`src/wdog_cnt_pkg.sv`:
```
package wdog_cnt_pkg;

  // ------------------------------------------------------------
  // Counter types
  // ------------------------------------------------------------

  // Count and load value width
  typedef logic [31:0] count_t;

  // Load register and counter start from all ones
  // Keeps the first interrupt as far away as possible
  localparam count_t LOAD_RESET = '1;

  // Counter flags seen by the status logic
  // wrap is high for one strobe period after the count passes zero
  // load_pending is high from the load write until the strobe that takes it
  typedef struct packed {
    logic wrap;
    logic load_pending;
  } cnt_status_t;

endpackage

```
`src/wdog_reg_pkg.sv`:
```
package wdog_reg_pkg;

  // ------------------------------------------------------------
  // APB side types
  // ------------------------------------------------------------

  // Word address, taken from PADDR[4:2]
  typedef logic [2:0] apb_addr_t;

  // Full APB data word
  typedef logic [31:0] apb_data_t;

  // ------------------------------------------------------------
  // Register map, word addresses
  // ------------------------------------------------------------

  // Load register, read and write
  localparam apb_addr_t ADDR_LOAD    = 3'd0;
  // Current count, read only
  localparam apb_addr_t ADDR_VALUE   = 3'd1;
  // Control register, read and write
  localparam apb_addr_t ADDR_CONTROL = 3'd2;
  // Interrupt clear, write only
  localparam apb_addr_t ADDR_CLEAR   = 3'd3;
  // Raw interrupt status, read only
  localparam apb_addr_t ADDR_RIS     = 3'd4;
  // Masked interrupt status, read only
  localparam apb_addr_t ADDR_MIS     = 3'd5;

  // Control register fields
  // Bit 1 enables the reset output, bit 0 enables counting and the interrupt
  typedef struct packed {
    logic res_en;
    logic int_en;
  } wdog_ctrl_t;

  // Everything disabled out of reset
  localparam wdog_ctrl_t CTRL_RESET = '0;

endpackage

```
`src/wdog_apb_regs.sv`:
```
module wdog_apb_regs (
  input  logic                     PCLK,
  input  logic                     PRESETn,
  input  logic                     PENABLE,
  input  wdog_reg_pkg::apb_addr_t  PADDR,
  input  logic                     PWRITE,
  input  wdog_reg_pkg::apb_data_t  PWDATA,
  input  logic                     frc_sel,
  input  logic                     wdog_lock,
  input  logic                     int_clr_hold,
  output wdog_reg_pkg::wdog_ctrl_t ctrl,
  output wdog_cnt_pkg::count_t     load_value,
  output logic                     load_pulse,
  output logic                     clear_pulse
);

  import wdog_reg_pkg::*;
  import wdog_cnt_pkg::*;

  // Setup phase write, lock honoured
  logic wr_setup;
  // Per-register write strobes
  logic ctrl_wr;
  logic load_wr;
  logic clear_wr;

  // ------------------------------------------------------------
  // Write decode
  // ------------------------------------------------------------

  // Writes are taken in the setup cycle, PENABLE still low
  assign wr_setup = frc_sel & PWRITE & ~PENABLE & ~wdog_lock;

  assign ctrl_wr = wr_setup & (PADDR == ADDR_CONTROL);
  assign load_wr = wr_setup & (PADDR == ADDR_LOAD);

  // A clear already held in the status block is not issued again
  assign clear_wr = wr_setup & (PADDR == ADDR_CLEAR) & ~int_clr_hold;

  // ------------------------------------------------------------
  // Control and load registers
  // ------------------------------------------------------------

  // Control bits 1:0 only, upper write data ignored
  always_ff @(posedge PCLK)
  begin
    if (!PRESETn)
    begin
      ctrl <= CTRL_RESET;
    end
    else if (ctrl_wr)
    begin
      ctrl <= wdog_ctrl_t'(PWDATA[1:0]);
    end
  end

  // Load register
  // A new write simply overwrites, a pending load picks up the newest value
  always_ff @(posedge PCLK)
  begin
    if (!PRESETn)
    begin
      load_value <= LOAD_RESET;
    end
    else if (load_wr)
    begin
      load_value <= count_t'(PWDATA);
    end
  end

  // ------------------------------------------------------------
  // Request pulses
  // ------------------------------------------------------------

  // One cycle each, aligned with the updated register contents
  always_ff @(posedge PCLK)
  begin
    if (!PRESETn)
    begin
      load_pulse  <= 1'b0;
      clear_pulse <= 1'b0;
    end
    else
    begin
      load_pulse  <= load_wr;
      clear_pulse <= clear_wr;
    end
  end

endmodule

```
`src/wdog_down_counter.sv`:
```
module wdog_down_counter (
  input  logic                      PCLK,
  input  logic                      PRESETn,
  input  logic                      WDOGCLKEN,
  input  wdog_reg_pkg::wdog_ctrl_t  ctrl,
  input  wdog_cnt_pkg::count_t      load_value,
  input  logic                      load_pulse,
  input  logic                      int_clr_hold,
  input  logic                      wdog_res,
  output wdog_cnt_pkg::cnt_status_t cnt_status,
  output wdog_cnt_pkg::count_t      count_read
);

  import wdog_cnt_pkg::*;

  // Counter state
  count_t count_q;
  count_t count_nxt;
  // Load waiting for the next strobe
  logic   load_pending;
  // int_en as seen on the last strobe
  logic   int_en_prev;
  logic   int_en_rise;
  // Halt after a watchdog reset
  logic   halt_q;
  logic   halted;
  // Next-count selection
  logic   reload;
  logic   dec_en;
  // Passed through zero on the last strobe
  logic   wrap_q;
  logic   wrap_nxt;

  // ------------------------------------------------------------
  // Next-count conditions
  // ------------------------------------------------------------

  // Re-enabling the interrupt restarts the count from the load value
  assign int_en_rise = ctrl.int_en & ~int_en_prev;

  // Reload on a new load, on wrap, on enable, or while a clear is held
  assign reload = load_pending | wrap_q | int_en_rise | int_clr_hold;

  // Reset output stops the count, only a new load lets it go again
  assign halted = wdog_res | (halt_q & ~load_pending);

  assign dec_en = ctrl.int_en & ~halted;

  always_comb
  begin
    // Hold by default, wrap drops on any strobe that does not set it
    count_nxt = count_q;
    wrap_nxt  = 1'b0;
    if (reload)
    begin
      count_nxt = load_value;
      wrap_nxt  = (load_value == '0);
    end
    else if (dec_en)
    begin
      count_nxt = count_q - count_t'(1);
      wrap_nxt  = (count_q == count_t'(1));
    end
  end

  // ------------------------------------------------------------
  // Pending load
  // ------------------------------------------------------------

  // Set after the load pulse, cleared by the strobe that takes it
  // A fresh pulse wins over a strobe in the same cycle
  always_ff @(posedge PCLK)
  begin
    if (!PRESETn)
    begin
      load_pending <= 1'b0;
    end
    else if (load_pulse)
    begin
      load_pending <= 1'b1;
    end
    else if (WDOGCLKEN)
    begin
      load_pending <= 1'b0;
    end
  end

  // ------------------------------------------------------------
  // Strobed state
  // ------------------------------------------------------------

  always_ff @(posedge PCLK)
  begin
    if (!PRESETn)
    begin
      count_q     <= LOAD_RESET;
      wrap_q      <= 1'b0;
      halt_q      <= 1'b0;
      int_en_prev <= 1'b0;
    end
    else if (WDOGCLKEN)
    begin
      count_q     <= count_nxt;
      wrap_q      <= wrap_nxt;
      halt_q      <= halted;
      int_en_prev <= ctrl.int_en;
    end
  end

  // Flags for the status block
  assign cnt_status.wrap         = wrap_q;
  assign cnt_status.load_pending = load_pending;

  // Shows a just-written load before any strobe has taken it
  assign count_read = load_pending ? load_value : count_q;

endmodule

```
`src/wdog_frc.sv`:
```
module wdog_frc (
  input  logic                    PCLK,
  input  logic                    PRESETn,
  input  logic                    PENABLE,
  input  wdog_reg_pkg::apb_addr_t PADDR,
  input  logic                    PWRITE,
  input  wdog_reg_pkg::apb_data_t PWDATA,
  input  logic                    frc_sel,
  input  logic                    wdog_lock,
  input  logic                    WDOGCLKEN,
  output logic                    WDOGINT,
  output logic                    WDOGRES,
  output wdog_reg_pkg::apb_data_t frc_data
);

  import wdog_reg_pkg::*;
  import wdog_cnt_pkg::*;

  // Register block outputs
  wdog_ctrl_t  ctrl;
  count_t      load_value;
  logic        load_pulse;
  logic        clear_pulse;
  // Counter outputs
  cnt_status_t cnt_status;
  count_t      count_read;
  // Fed back from the status block
  logic        int_clr_hold;

  // ------------------------------------------------------------
  // APB writes, control and load
  // ------------------------------------------------------------
  wdog_apb_regs wdog_apb_regs_inst (
    .PCLK         (PCLK),
    .PRESETn      (PRESETn),
    .PENABLE      (PENABLE),
    .PADDR        (PADDR),
    .PWRITE       (PWRITE),
    .PWDATA       (PWDATA),
    .frc_sel      (frc_sel),
    .wdog_lock    (wdog_lock),
    .int_clr_hold (int_clr_hold),
    .ctrl         (ctrl),
    .load_value   (load_value),
    .load_pulse   (load_pulse),
    .clear_pulse  (clear_pulse)
  );

  // Down-counter, halted by the reset output
  wdog_down_counter wdog_down_counter_inst (
    .PCLK         (PCLK),
    .PRESETn      (PRESETn),
    .WDOGCLKEN    (WDOGCLKEN),
    .ctrl         (ctrl),
    .load_value   (load_value),
    .load_pulse   (load_pulse),
    .int_clr_hold (int_clr_hold),
    .wdog_res     (WDOGRES),
    .cnt_status   (cnt_status),
    .count_read   (count_read)
  );

  // Interrupt, reset and read data
  wdog_status wdog_status_inst (
    .PCLK         (PCLK),
    .PRESETn      (PRESETn),
    .WDOGCLKEN    (WDOGCLKEN),
    .ctrl         (ctrl),
    .cnt_status   (cnt_status),
    .clear_pulse  (clear_pulse),
    .count_read   (count_read),
    .load_value   (load_value),
    .PADDR        (PADDR),
    .PWRITE       (PWRITE),
    .frc_sel      (frc_sel),
    .int_clr_hold (int_clr_hold),
    .WDOGINT      (WDOGINT),
    .WDOGRES      (WDOGRES),
    .frc_data     (frc_data)
  );

endmodule

```
`src/wdog_status.sv`:
```
module wdog_status (
  input  logic                      PCLK,
  input  logic                      PRESETn,
  input  logic                      WDOGCLKEN,
  input  wdog_reg_pkg::wdog_ctrl_t  ctrl,
  input  wdog_cnt_pkg::cnt_status_t cnt_status,
  input  logic                      clear_pulse,
  input  wdog_cnt_pkg::count_t      count_read,
  input  wdog_cnt_pkg::count_t      load_value,
  input  wdog_reg_pkg::apb_addr_t   PADDR,
  input  logic                      PWRITE,
  input  logic                      frc_sel,
  output logic                      int_clr_hold,
  output logic                      WDOGINT,
  output logic                      WDOGRES,
  output wdog_reg_pkg::apb_data_t   frc_data
);

  import wdog_reg_pkg::*;

  // Raw interrupt register
  logic ris_q;
  // Raw status as software sees it
  logic read_ris;
  // Raw status gated by int_en
  logic mis;

  // ------------------------------------------------------------
  // Interrupt clear hold
  // ------------------------------------------------------------

  // wrap may still be high when the clear arrives
  // Holding the clear until wrap is gone stops a second interrupt
  always_ff @(posedge PCLK)
  begin
    if (!PRESETn)
    begin
      int_clr_hold <= 1'b0;
    end
    else if (clear_pulse)
    begin
      int_clr_hold <= 1'b1;
    end
    else if (WDOGCLKEN && !cnt_status.wrap)
    begin
      int_clr_hold <= 1'b0;
    end
  end

  // ------------------------------------------------------------
  // Interrupt
  // ------------------------------------------------------------

  // Set by wrap, kept until cleared, clear has priority
  always_ff @(posedge PCLK)
  begin
    if (!PRESETn)
    begin
      ris_q <= 1'b0;
    end
    else if (WDOGCLKEN)
    begin
      ris_q <= (ris_q | cnt_status.wrap) & ~int_clr_hold;
    end
  end

  // A clear shows up at once on reads and on the pin
  assign read_ris = ris_q & ~int_clr_hold;
  assign mis      = read_ris & ctrl.int_en;
  assign WDOGINT  = mis;

  // ------------------------------------------------------------
  // Reset output
  // ------------------------------------------------------------

  // Second wrap with the interrupt still unserviced
  // Dropping res_en releases it without waiting for a strobe
  always_ff @(posedge PCLK)
  begin
    if (!PRESETn)
    begin
      WDOGRES <= 1'b0;
    end
    else if (!ctrl.res_en)
    begin
      WDOGRES <= 1'b0;
    end
    else if (WDOGCLKEN && ris_q && cnt_status.wrap)
    begin
      WDOGRES <= 1'b1;
    end
  end

  // ------------------------------------------------------------
  // Read data
  // ------------------------------------------------------------

  // Zero unless reading a mapped register
  always_comb
  begin
    frc_data = '0;
    if (frc_sel && !PWRITE)
    begin
      case (PADDR)
        ADDR_LOAD:    frc_data = apb_data_t'(load_value);
        ADDR_VALUE:   frc_data = apb_data_t'(count_read);
        ADDR_CONTROL: frc_data[1:0] = ctrl;
        ADDR_RIS:     frc_data[0] = read_ris;
        ADDR_MIS:     frc_data[0] = mis;
        default:      frc_data = '0;
      endcase
    end
  end

endmodule
```
`config.mk`:
```
export PLATFORM = sky130hd
export DESIGN_NAME = wdog_frc
export DESIGN_NICKNAME = d
export VERILOG_FILES = /design/src/wdog_cnt_pkg.sv /design/src/wdog_reg_pkg.sv /design/src/wdog_apb_regs.sv /design/src/wdog_down_counter.sv /design/src/wdog_frc.sv /design/src/wdog_status.sv
export SDC_FILE = /design/constraint.sdc
export NUM_CORES = 1
export LEC_CHECK = 0
export BUFFER_PORTS_ARGS = -buffer_cell sky130_fd_sc_hd__buf_2
export CORE_MARGIN = 8
export CORE_UTILIZATION = 60
export CTS_CLUSTER_DIAMETER = 30
export DETAILED_ROUTE_END_ITERATION = 8
export PLACE_DENSITY_LB_ADDON = 0.1
export SYNTH_ARGS = -nofsm -noshare
export SYNTH_HDL_FRONTEND = slang
export SYNTH_SLANG_ARGS = --single-unit
```
`constraint.sdc`:
```
create_clock -name PCLK -period 6.2 [get_ports PCLK]
set_input_delay 0.31 -clock PCLK [delete_from_list [all_inputs] [get_ports PCLK]]
set_output_delay 0.31 -clock PCLK [all_outputs]
set_load 0.02 [all_outputs]
```
==> results of run 1 <==
==> synthesized netlist by cell type, types with 2 or more instances <==
| library cell | n |
|---|---|
| a31o_2 | 3 |
| a41oi_1 | 2 |
| a2bb2oi_1 | 2 |
| clkbuf_1 | 41 |
| nand4b_1 | 2 |
| nand3_1 | 42 |
| a211oi_1 | 4 |
| nor2_1 | 65 |
| or3_1 | 4 |
| o211ai_1 | 8 |
| nand3b_1 | 2 |
| ha_1 | 2 |
| nor2b_1 | 3 |
| and4_1 | 2 |
| nor4_1 | 14 |
| a31oi_1 | 10 |
| nand4_1 | 10 |
| o22ai_1 | 3 |
| o21ai_1 | 3 |
| or4_1 | 14 |
| nor4_4 | 2 |
| buf_2 | 2 |
| and3_1 | 4 |
| a21oi_1 | 33 |
| a32oi_1 | 3 |
| mux2i_1 | 5 |
| buf_1 | 3 |
| a21o_1 | 3 |
| inv_1 | 13 |
| dfxtp_1 | 75 |
| o21ai_0 | 25 |
| nor3_1 | 22 |
| nand2b_1 | 12 |
| a22oi_1 | 31 |
| o221ai_1 | 3 |
| o31ai_1 | 3 |
| and2_1 | 3 |
| nand2_1 | 87 |
==> cell families (layout without fill, tap and decap cells) <==
logic type,count (synthesis),count (layout),share of synthesized area [%]
AOI/OAI and AO/OA,142,142,21.8
and+or+nand+nor,297,297,35.1
adders and majority gates,2,2,0.593
muxes,6,6,1.45
DFF,75,75,35.6
buffers and inverters,60,111,5.48
==> layout by cell type, fill, tap and decap left out, types with 11 or more instances in the layout <==
cell,count
clkbuf_8,11
a22oi_1,31
buf_2,75
inv_1,13
nand3_1,42
a21oi_1,33
nor2_1,65
nor3_1,21
o21ai_0,25
nand2_1,87
nor4_1,13
dfxtp_1,75
or4_1,14
nand2b_1,12
==> worst register-to-register path, stage by stage, from the launching register on <==
cell     delay [ns]
dfxtp_1        0.35
nor3_1         0.60
nand2_1        0.81
o21ai_1        0.62
buf_4          0.36
a21oi_1        0.08
a211o_1        0.28
==> worst min path at each step <==
stage / endpoint / slack [ns] / cells past startpoint
after floorplan: wdog_status_inst.int_clr_hold / 0.41 / 2
after global placement: wdog_status_inst.int_clr_hold / 0.42 / 2
after detailed placement: wdog_status_inst.int_clr_hold / 0.43 / 2
after CTS: wdog_apb_regs_inst.load_value[21] / 0.15 / 3
after global routing: wdog_apb_regs_inst.load_value[3] / 0.15 / 3
final: wdog_apb_regs_inst.load_value[28] / 0.16 / 3
==> registers in the layout, summed over array words and instances (netlist names) <==
name                                 flops
wdog_apb_regs_inst.load_value           32
wdog_down_counter_inst.count_q          32
wdog_apb_regs_inst.ctrl                  2
wdog_apb_regs_inst.clear_pulse           1
wdog_apb_regs_inst.load_pulse            1
wdog_down_counter_inst.halt_q            1
wdog_down_counter_inst.int_en_prev       1
wdog_down_counter_inst.load_pending      1
wdog_down_counter_inst.wrap_q            1
wdog_status_inst.WDOGRES                 1
wdog_status_inst.int_clr_hold            1
wdog_status_inst.ris_q                   1
==> report_power, final <==
part,internal (mW),switching (mW),total (mW)
registers,0.487,0.00774,0.495
clock network,0.248,0.187,0.435
logic,0.0333,0.0575,0.0908
total,0.768,0.252,1.02
==> final cells by class <==
| cell class | count | area, µm² | area share (%) |
|---|---|---|---|
| Tap cell | 96 | 120 | 2.49 |
| Inverter | 13 | 48.8 | 1.01 |
| Sequential cell | 75 | 1500 | 31.1 |
| Timing Repair Buffer | 82 | 428 | 8.87 |
| Clock inverter | 4 | 72.6 | 1.50 |
| Multi-Input combinational cell | 447 | 2500 | 51.8 |
| Clock buffer | 12 | 155 | 3.21 |
==> through the flow <==
stage,worst slack (ns),utilization [%],cell area (µm²),cells
after floorplan,3.92,-,4220,582
after detailed placement,3.08,67.6,4590,712
after CTS,3.06,70.9,4820,728
after global placement,3.23,67.6,4590,712
after global routing,2.77,71.0,4830,729
final,3.00,71.0,4830,729
==> routing by layer <==
layer,wire length [µm],up-vias,track usage (%),share of wire (%)
met5,0,-,0,0
met4,342,0,8.85,2.6
met3,1080,41,6.92,8.3
met2,6270,266,43.4,48
met1,5370,2187,32.3,41
li1,-,2217,-,-
==> impl_metrics.ini, run 1 <==
[run_status]
outcome = finished, final reports clean

[detailed_routing]
wire_per_inst_um = 17.9
via_per_inst = 6.46
drtIter0Drc = 562
dr.pass1.iters = 6
postRouteAntennaNets = 0
drt-total-wl_um = 13100
via_count = 4711
drc_errors = 0

[layout]
final_nets = 672
area_growth_pct = 14.3
diodes = 0
drive_gt1_share_pct = 17.4
fillers = 614

[clock_network]
cts_buffer_depth = 2
worstSkewPairLatency_ns = 0.36
cts-resized-gates = 0
cts_root_buffer = clkbuf_8
cts_tree = yes
path_clk_slew_ns = 0.08
cts_setup_buffers = 0
htree_levels = 3
cts.sinks = 75
cts_made_buffers = 9
cts-hold-fix-buffers = 0

[worst_setup_path]
cp.arrival_ns = 3.45
cp.required_ns = 6.45
critPathTopFamily = simple AND/OR/NAND/NOR gates
rrSetupSlack_ns = 3.00
end_kind = flop
reg2reg_from = wdog_down_counter_inst.load_pending
slowest_stage = nand2_1
path_class = reg -> reg
crit_buf_inv = 1
cp-endpoint = wdog_down_counter_inst.count_q[14]
crit_chain = nor3_1, nand2_1, o21ai_1, buf_4, a21oi_1, a211o_1
crit_path_start_kind = flop
crit_path_max_incr_delay_ns = 0.80
reg2reg_depth = 6
crit_fanout = 32
cp.depth = 6
critPathLaunch = wdog_down_counter_inst.load_pending
r2r_end = wdog_down_counter_inst.count_q[14]

[timing]
tightest_slew_ns = 1.20
fin_crit_sh_pct = 51.6
clock_skew_ns = 0.00888
relSlewSlack_pct = 20.2
finalHoldViolations = 0
tns_ns = 0
finalSetupViolCount = 0
final_max_slew_viol_count = 0
min_period_ns = 3.20
fmax_mhz = 312
rsz0062_at_grt = no
fin_hold_ws_ns = 0.156

[synthesis]
postSynth.asyncResetShare_pct = 0
yosysUniqueCellTypes = 55
synth-edff-count = 0
synth_area_per_cell_um2 = 7.25
yosysWarnings = 0
synth_top_area_share_pct = 35.6
syn_area_um2 = 4220
ys_seq_area_share_pct = 35.6
synthTopCellsByArea = dfxtp_1, nand2_1, nor2_1
synth.net_count = 626
synth_top_flop_cell = dfxtp_1
synth_cells = 582
yosys.area.top_type = dfxtp_1
ys_ff_latch = 75

[worst_hold_path]
hold_class = in -> reg
worstHoldStart = PWDATA[28]

[place]
hpwl_um = 8790
portBuffers = 75
gp_congestion = 0.878

[global_routing]
antenna_found_initial = 0
grt_start_max_net_pins = 65
grtUsageTotal_pct = 26.3
overflow = 0
grt_pass1_vias = 4449
grt_pass1_wl_um = 21700

[floorplan]
core_area_um2 = 6790
initial_core_util_pct = 62.1
die_x_um = 99.9
ios = 76
design.die.area_um2 = 9980
core.rowCount = 30
die_y_um = 99.9

[pwr]
power_mw = 1.02
p_leak_nw = 2.02
vdd_ir_drop_max_v = 0.000125
power.density_nw_per_um2 = 211

[run]
drv_cap = 0
(Power assumes the default switching activity.)
==> run 2, diff against run 1 <==
--- a/config.mk
+++ b/config.mk
@@ -5,9 +5,10 @@
 export SDC_FILE = /design/constraint.sdc
 export NUM_CORES = 1
 export LEC_CHECK = 0
+export ABC_AREA = 1
 export BUFFER_PORTS_ARGS = -buffer_cell sky130_fd_sc_hd__buf_2
 export CORE_MARGIN = 8
-export CORE_UTILIZATION = 60
+export CORE_UTILIZATION = 58
 export CTS_CLUSTER_DIAMETER = 30
 export DETAILED_ROUTE_END_ITERATION = 8
 export PLACE_DENSITY_LB_ADDON = 0.1
==> constraint.sdc (replaced) <==
create_clock -name PCLK -period 3.19 [get_ports PCLK]
set_input_delay 0.1595 -clock PCLK [delete_from_list [all_inputs] [get_ports PCLK]]
set_output_delay 0.1595 -clock PCLK [all_outputs]
set_load 0.02 [all_outputs]
==> impl_metrics.ini, run 2 <==
[synthesis]
synth_top_flop_cell = dfxtp_1
yosysWarnings = 0
yosys.area.top_type = dfxtp_1
ys_seq_area_share_pct = 30.9
postSynth.asyncResetShare_pct = 0
synth-edff-count = 0
syn_area_um2 = 4860
synth_area_per_cell_um2 = 5.79
yosysMostFrequentCell = nand2_1
synth_top_area_share_pct = 30.9
ys_ff_latch = 75
yosysUniqueCellTypes = 33
synthTopCellsByArea = dfxtp_1, nand2_1, a21oi_1
synth_commonest_cells = nand2_1, a21oi_1, nor2_1
synth.net_count = 884
synth_cells = 840

[clock_network]
htree_levels = 3
cts_root_buffer = clkbuf_8
cts_buffer_depth = 2
cts_tree = yes
cts_made_buffers = 9
cts-resized-gates = 0
path_clk_slew_ns = 0.08
cts.sinks = 75
worstSkewPairLatency_ns = 0.36

[worst_setup_path]
end_kind = flop
crit_path_start_kind = flop
crit_top_cell = nand2_1
crit_fanout = 35
critPathTopFamily = simple AND/OR/NAND/NOR gates
crit_path_max_incr_delay_ns = 0.67
crit_buf_inv = 2
crit_chain = nor2_4, nand3_4, clkinv_2, nand2_1, nand2_2, inv_2, o21ai_1, nand2_1, nand3_1
cp.arrival_ns = 2.77
slowest_stage = dfxtp_2
path_class = reg -> reg
cp.required_ns = 3.42

[global_routing]
overflow = 0
antenna_found_initial = 0
grt_pass1_vias = 5060
grt_start_max_net_pins = 46
grtUsageTotal_pct = 25.4
grt_pass1_wl_um = 24000

[timing]
relSlewSlack_pct = 55.3
finalSetupViolCount = 0
fmax_mhz = 394
min_period_ns = 2.54
fin_crit_sh_pct = 79.6
tns_ns = 0
clock_skew_ns = 0.0104
final_max_slew_viol_count = 0
tightest_slew_ns = 0.668
finalHoldViolations = 0
rsz0062_at_grt = no

[layout]
reg_top3 = wdog_apb_regs_inst.load_value (32), wdog_down_counter_inst.count_q (32), wdog_apb_regs_inst.ctrl (2)
final_common_cell = nand2_1
drive_gt1_share_pct = 12.3
post-route-util_pct = 67.0
area_growth_pct = 12.7
final_nets = 939
fillers = 815
diodes = 0
final_cell_mix = nand2_1, a21oi_1, nor2_1

[floorplan]
initial_core_util_pct = 59.5
core_area_um2 = 8180
die_x_um = 108
core.rowCount = 33
ios = 76
design.die.area_um2 = 11600
die_y_um = 108

[detailed_routing]
via_per_inst = 5.50
dr.pass1.iters = 5
via_count = 5527
postRouteAntennaNets = 0
drtIter0Drc = 390
drt-total-wl_um = 14300
drc_errors = 0
wire_per_inst_um = 14.2

[place]
gp_congestion = 0.950
portBuffers = 75
hpwl_um = 10200

[pwr]
vdd_ir_drop_max_v = 0.000203
power.density_nw_per_um2 = 364
power_mw = 2.00
p_leak_nw = 2.62

[run_status]
outcome = finished, final reports clean

[run]
drv_cap = 0

[worst_hold_path]
hold_class = in -> reg
run 2: cell types whose count changed after synthesis, moves of 13 or more:
cell | before | now
nand3_1 | 42 | 69
nor2_1 | 65 | 86
a22oi_1 | 31 | 0
a21oi_1 | 33 | 89
clkbuf_1 | 41 | 23
o21ai_0 | 25 | 82
inv_1 | 13 | 82
nor3_1 | 22 | 7
nor4_1 | 14 | 1
nand2_1 | 87 | 270
or4_1 | 14 | 0
run 2: timing repair:
item	CTS	global route
hold buffers	3	1
hold endpoints to repair	3	1
endpoints found under the setup margin	0	0
buffers inserted	0	0
run 2: report_power, final:
| group | switching, mW | internal [mW] |
|---|---|---|
| Sequential | 0.0247 | 0.957 |
| Clock | 0.370 | 0.399 |
| Combinational | 0.159 | 0.0864 |
| Total | 0.554 | 1.44 |
run 2: logic make-up after synthesis:
| group | synth area share (%) |
|---|---|
| simple gates | 37.1 |
| flops | 30.9 |
| fa+ha+maj | 0.514 |
| buf+inv | 10.9 |
| xor+xnor | 0.360 |
| compound gates | 20.3 |
run 2: area by class of cell:
class	instances	area (µm²)	area share, %
Sequential cell	75	1500	27.4
Inverter	85	320	5.84
Clock buffer	11	151	2.76
Tap cell	105	131	2.40
Timing Repair Buffer	88	483	8.81
Multi-Input combinational cell	636	2840	51.8
Clock inverter	4	50.0	0.913
run 2: metal layers:
layer / GRT usage (%) / routed length, µm / up-vias / share of wire, %
li1: - / - / 2817 / -
met1: 32.3 / 6520 / 2488 / 46
met2: 40.7 / 6450 / 188 / 45
met3: 4.31 / 904 / 34 / 6.3
met4: 11.8 / 378 / 0 / 2.7
met5: 0 / 0 / - / 0
run 2: metrics by stage:
stage          worst slack [ns]  area (µm²)  hold slack [ns]  std cells
2_1_floorplan              1.78        4860            0.286        840
3_3_place_gp              0.776        5240            0.368        985
3_5_place_dp              0.708        5240            0.372        985
4_1_cts                   0.694        5470         0.000475       1003
5_1_grt                   0.409        5480           0.0131       1004
6_report                  0.651        5480          0.00980       1004
run 2: path summary, 6_finish.rpt:
check / startpoint / endpoint / slack (ns) / cells after the start
worst max-delay path: wdog_down_counter_inst.load_pending / wdog_down_counter_inst.count_q[13] / 0.65 / 9
worst min-delay path: PWDATA[17] / wdog_apb_regs_inst.load_value[17] / 0.01 / 3
worst max register to register: wdog_down_counter_inst.load_pending / wdog_down_counter_inst.count_q[13] / 0.65 / 9
worst min register to register: wdog_apb_regs_inst.clear_pulse / wdog_status_inst.int_clr_hold / 0.46 / 2
run 2: tightest hold or removal path, delay by kind of cell:
family,cells,cell delay (ns)
AOI/OAI and AO/OA,2,0.11
buffers and inverters,1,0.07
==> run 3, diff against run 2 <==
==> constraint.sdc (replaced) <==
create_clock -name PCLK -period 2.7 [get_ports PCLK]
set_input_delay 0.135 -clock PCLK [delete_from_list [all_inputs] [get_ports PCLK]]
set_output_delay 0.135 -clock PCLK [all_outputs]
set_load 0.02 [all_outputs]
==> impl_metrics.ini, run 3 (same netlist as run 2, synthesis figures left out) <==
[layout]
final_common_cell = nand2_1
drive_gt1_share_pct = 12.0
final_nets = 963
final_cell_mix = nand2_1, a21oi_1, nor2_1
seq_area_um2 = 1500
area_growth_pct = 18.4
fillers = 746
post-route-util_pct = 70.4
diodes = 0
reg_top3 = wdog_apb_regs_inst.load_value (32), wdog_down_counter_inst.count_q (32), wdog_apb_regs_inst.ctrl (2)
multi_input_area_um2 = 2840

[pwr]
p_leak_nw = 2.74
vdd_ir_drop_max_v = 0.000249
power.density_nw_per_um2 = 448

[clock_network]
cts_setup_buffers = 0
worstSkewPairLatency_ns = 0.36
path_clk_slew_ns = 0.08
cts-hold-fix-buffers = 27
cts-resized-gates = 0
cts.sinks = 75
cts_tree = yes
htree_levels = 3
cts_buffer_depth = 2
cts_made_buffers = 9
cts_root_buffer = clkbuf_8

[timing]
relSlewSlack_pct = 54.6
finalSetupViolCount = 0
clock_skew_ns = 0.0135
min_period_ns = 2.24
tightest_slew_ns = 0.680
final_max_slew_viol_count = 0
fmax_mhz = 446
tns_ns = 0
rsz0062_at_grt = no
fin_crit_sh_pct = 83.1
finalHoldViolations = 0

[worst_setup_path]
crit_path_start_kind = flop
crit_fanout = 62
end_kind = primary output
cp.required_ns = 2.57
path_class = reg -> out
rrSetupSlack_ns = 0.80
cp.arrival_ns = 2.11

[detailed_routing]
postRouteAntennaNets = 0
via_per_inst = 5.55
via_count = 5713
drc_errors = 0
drt-total-wl_um = 15600
wire_per_inst_um = 15.1
dr.pass1.iters = 5
drtIter0Drc = 447

[floorplan]
die_x_um = 108
core.rowCount = 33
initial_core_util_pct = 59.5
ios = 76
die_y_um = 108
design.die.area_um2 = 11600
core_area_um2 = 8180

[global_routing]
grt_pass1_vias = 5209
grt_pass1_wl_um = 25300
antenna_found_initial = 0
grt_start_max_net_pins = 63
overflow = 0
grtUsageTotal_pct = 26.7

[place]
hpwl_um = 10800
gp_congestion = 0.905
portBuffers = 75

[run_status]
outcome = finished, final reports clean

[worst_hold_path]
hold_class = in -> reg

[run]
drv_cap = 0
==> run 3: critical path, cell delays in order (launching register included) <==
cell and delay (ns):
dfxtp_2 0.38, buf_4 0.48, nor2_1 0.16, or3_1 0.35
a21oi_1 0.18, buf_2 0.20
==> run 3: cell type report <==
type                    count  share of cell area (%)
clock inverters             4                    1.69
well taps                 105                    2.28
multi-input cells         636                    49.3
repair buffers            112                    12.5
clock buffers              12                    2.52
flip-flops and latches     75                    26.1
inverters                  85                    5.56
==> run 3: metal layers <==
metal | share of wire [%] | wire length, µm | global-route usage, % | vias to the layer above
met5 | 0 | 0 | 0 | -
met4 | 1.4 | 218 | 8.33 | 0
met3 | 7.3 | 1140 | 4.43 | 20
met2 | 47 | 7280 | 43.9 | 229
met1 | 45 | 6950 | 34.7 | 2616
li1 | - | - | - | 2848
==> run 3: per-stage QoR <==
step           power [mW]  cells  cell area, µm²  hold slack (ns)  setup slack, ns
2_1_floorplan        1.37    840            4860            0.261             1.31
3_3_place_gp         1.46    986            5250            0.344            0.901
6_report             2.58   1029            5760           0.0105            0.457
3_5_place_dp         1.47    986            5250            0.352            0.848
4_1_cts              2.57   1029            5760         0.000885            0.462
5_1_grt              2.65   1029            5760          0.00784            0.316
==> run 3: power by group <==
part / leakage (nW) / switching [mW] / internal (mW)
Clock: 0.117 / 0.454 / 0.641
Combinational: 2.02 / 0.199 / 0.125
Sequential: 0.610 / 0.0297 / 1.13
Total: 2.74 / 0.683 / 1.90
==> run 3: final timing paths <==
check	start	endpoint	cells after the start
max	wdog_down_counter_inst.load_pending	frc_data[30]	5
min	PWDATA[13]	wdog_apb_regs_inst.load_value[13]	3
max reg2reg	wdog_status_inst.int_clr_hold	wdog_down_counter_inst.count_q[15]	9
min reg2reg	wdog_apb_regs_inst.clear_pulse	wdog_status_inst.int_clr_hold	2
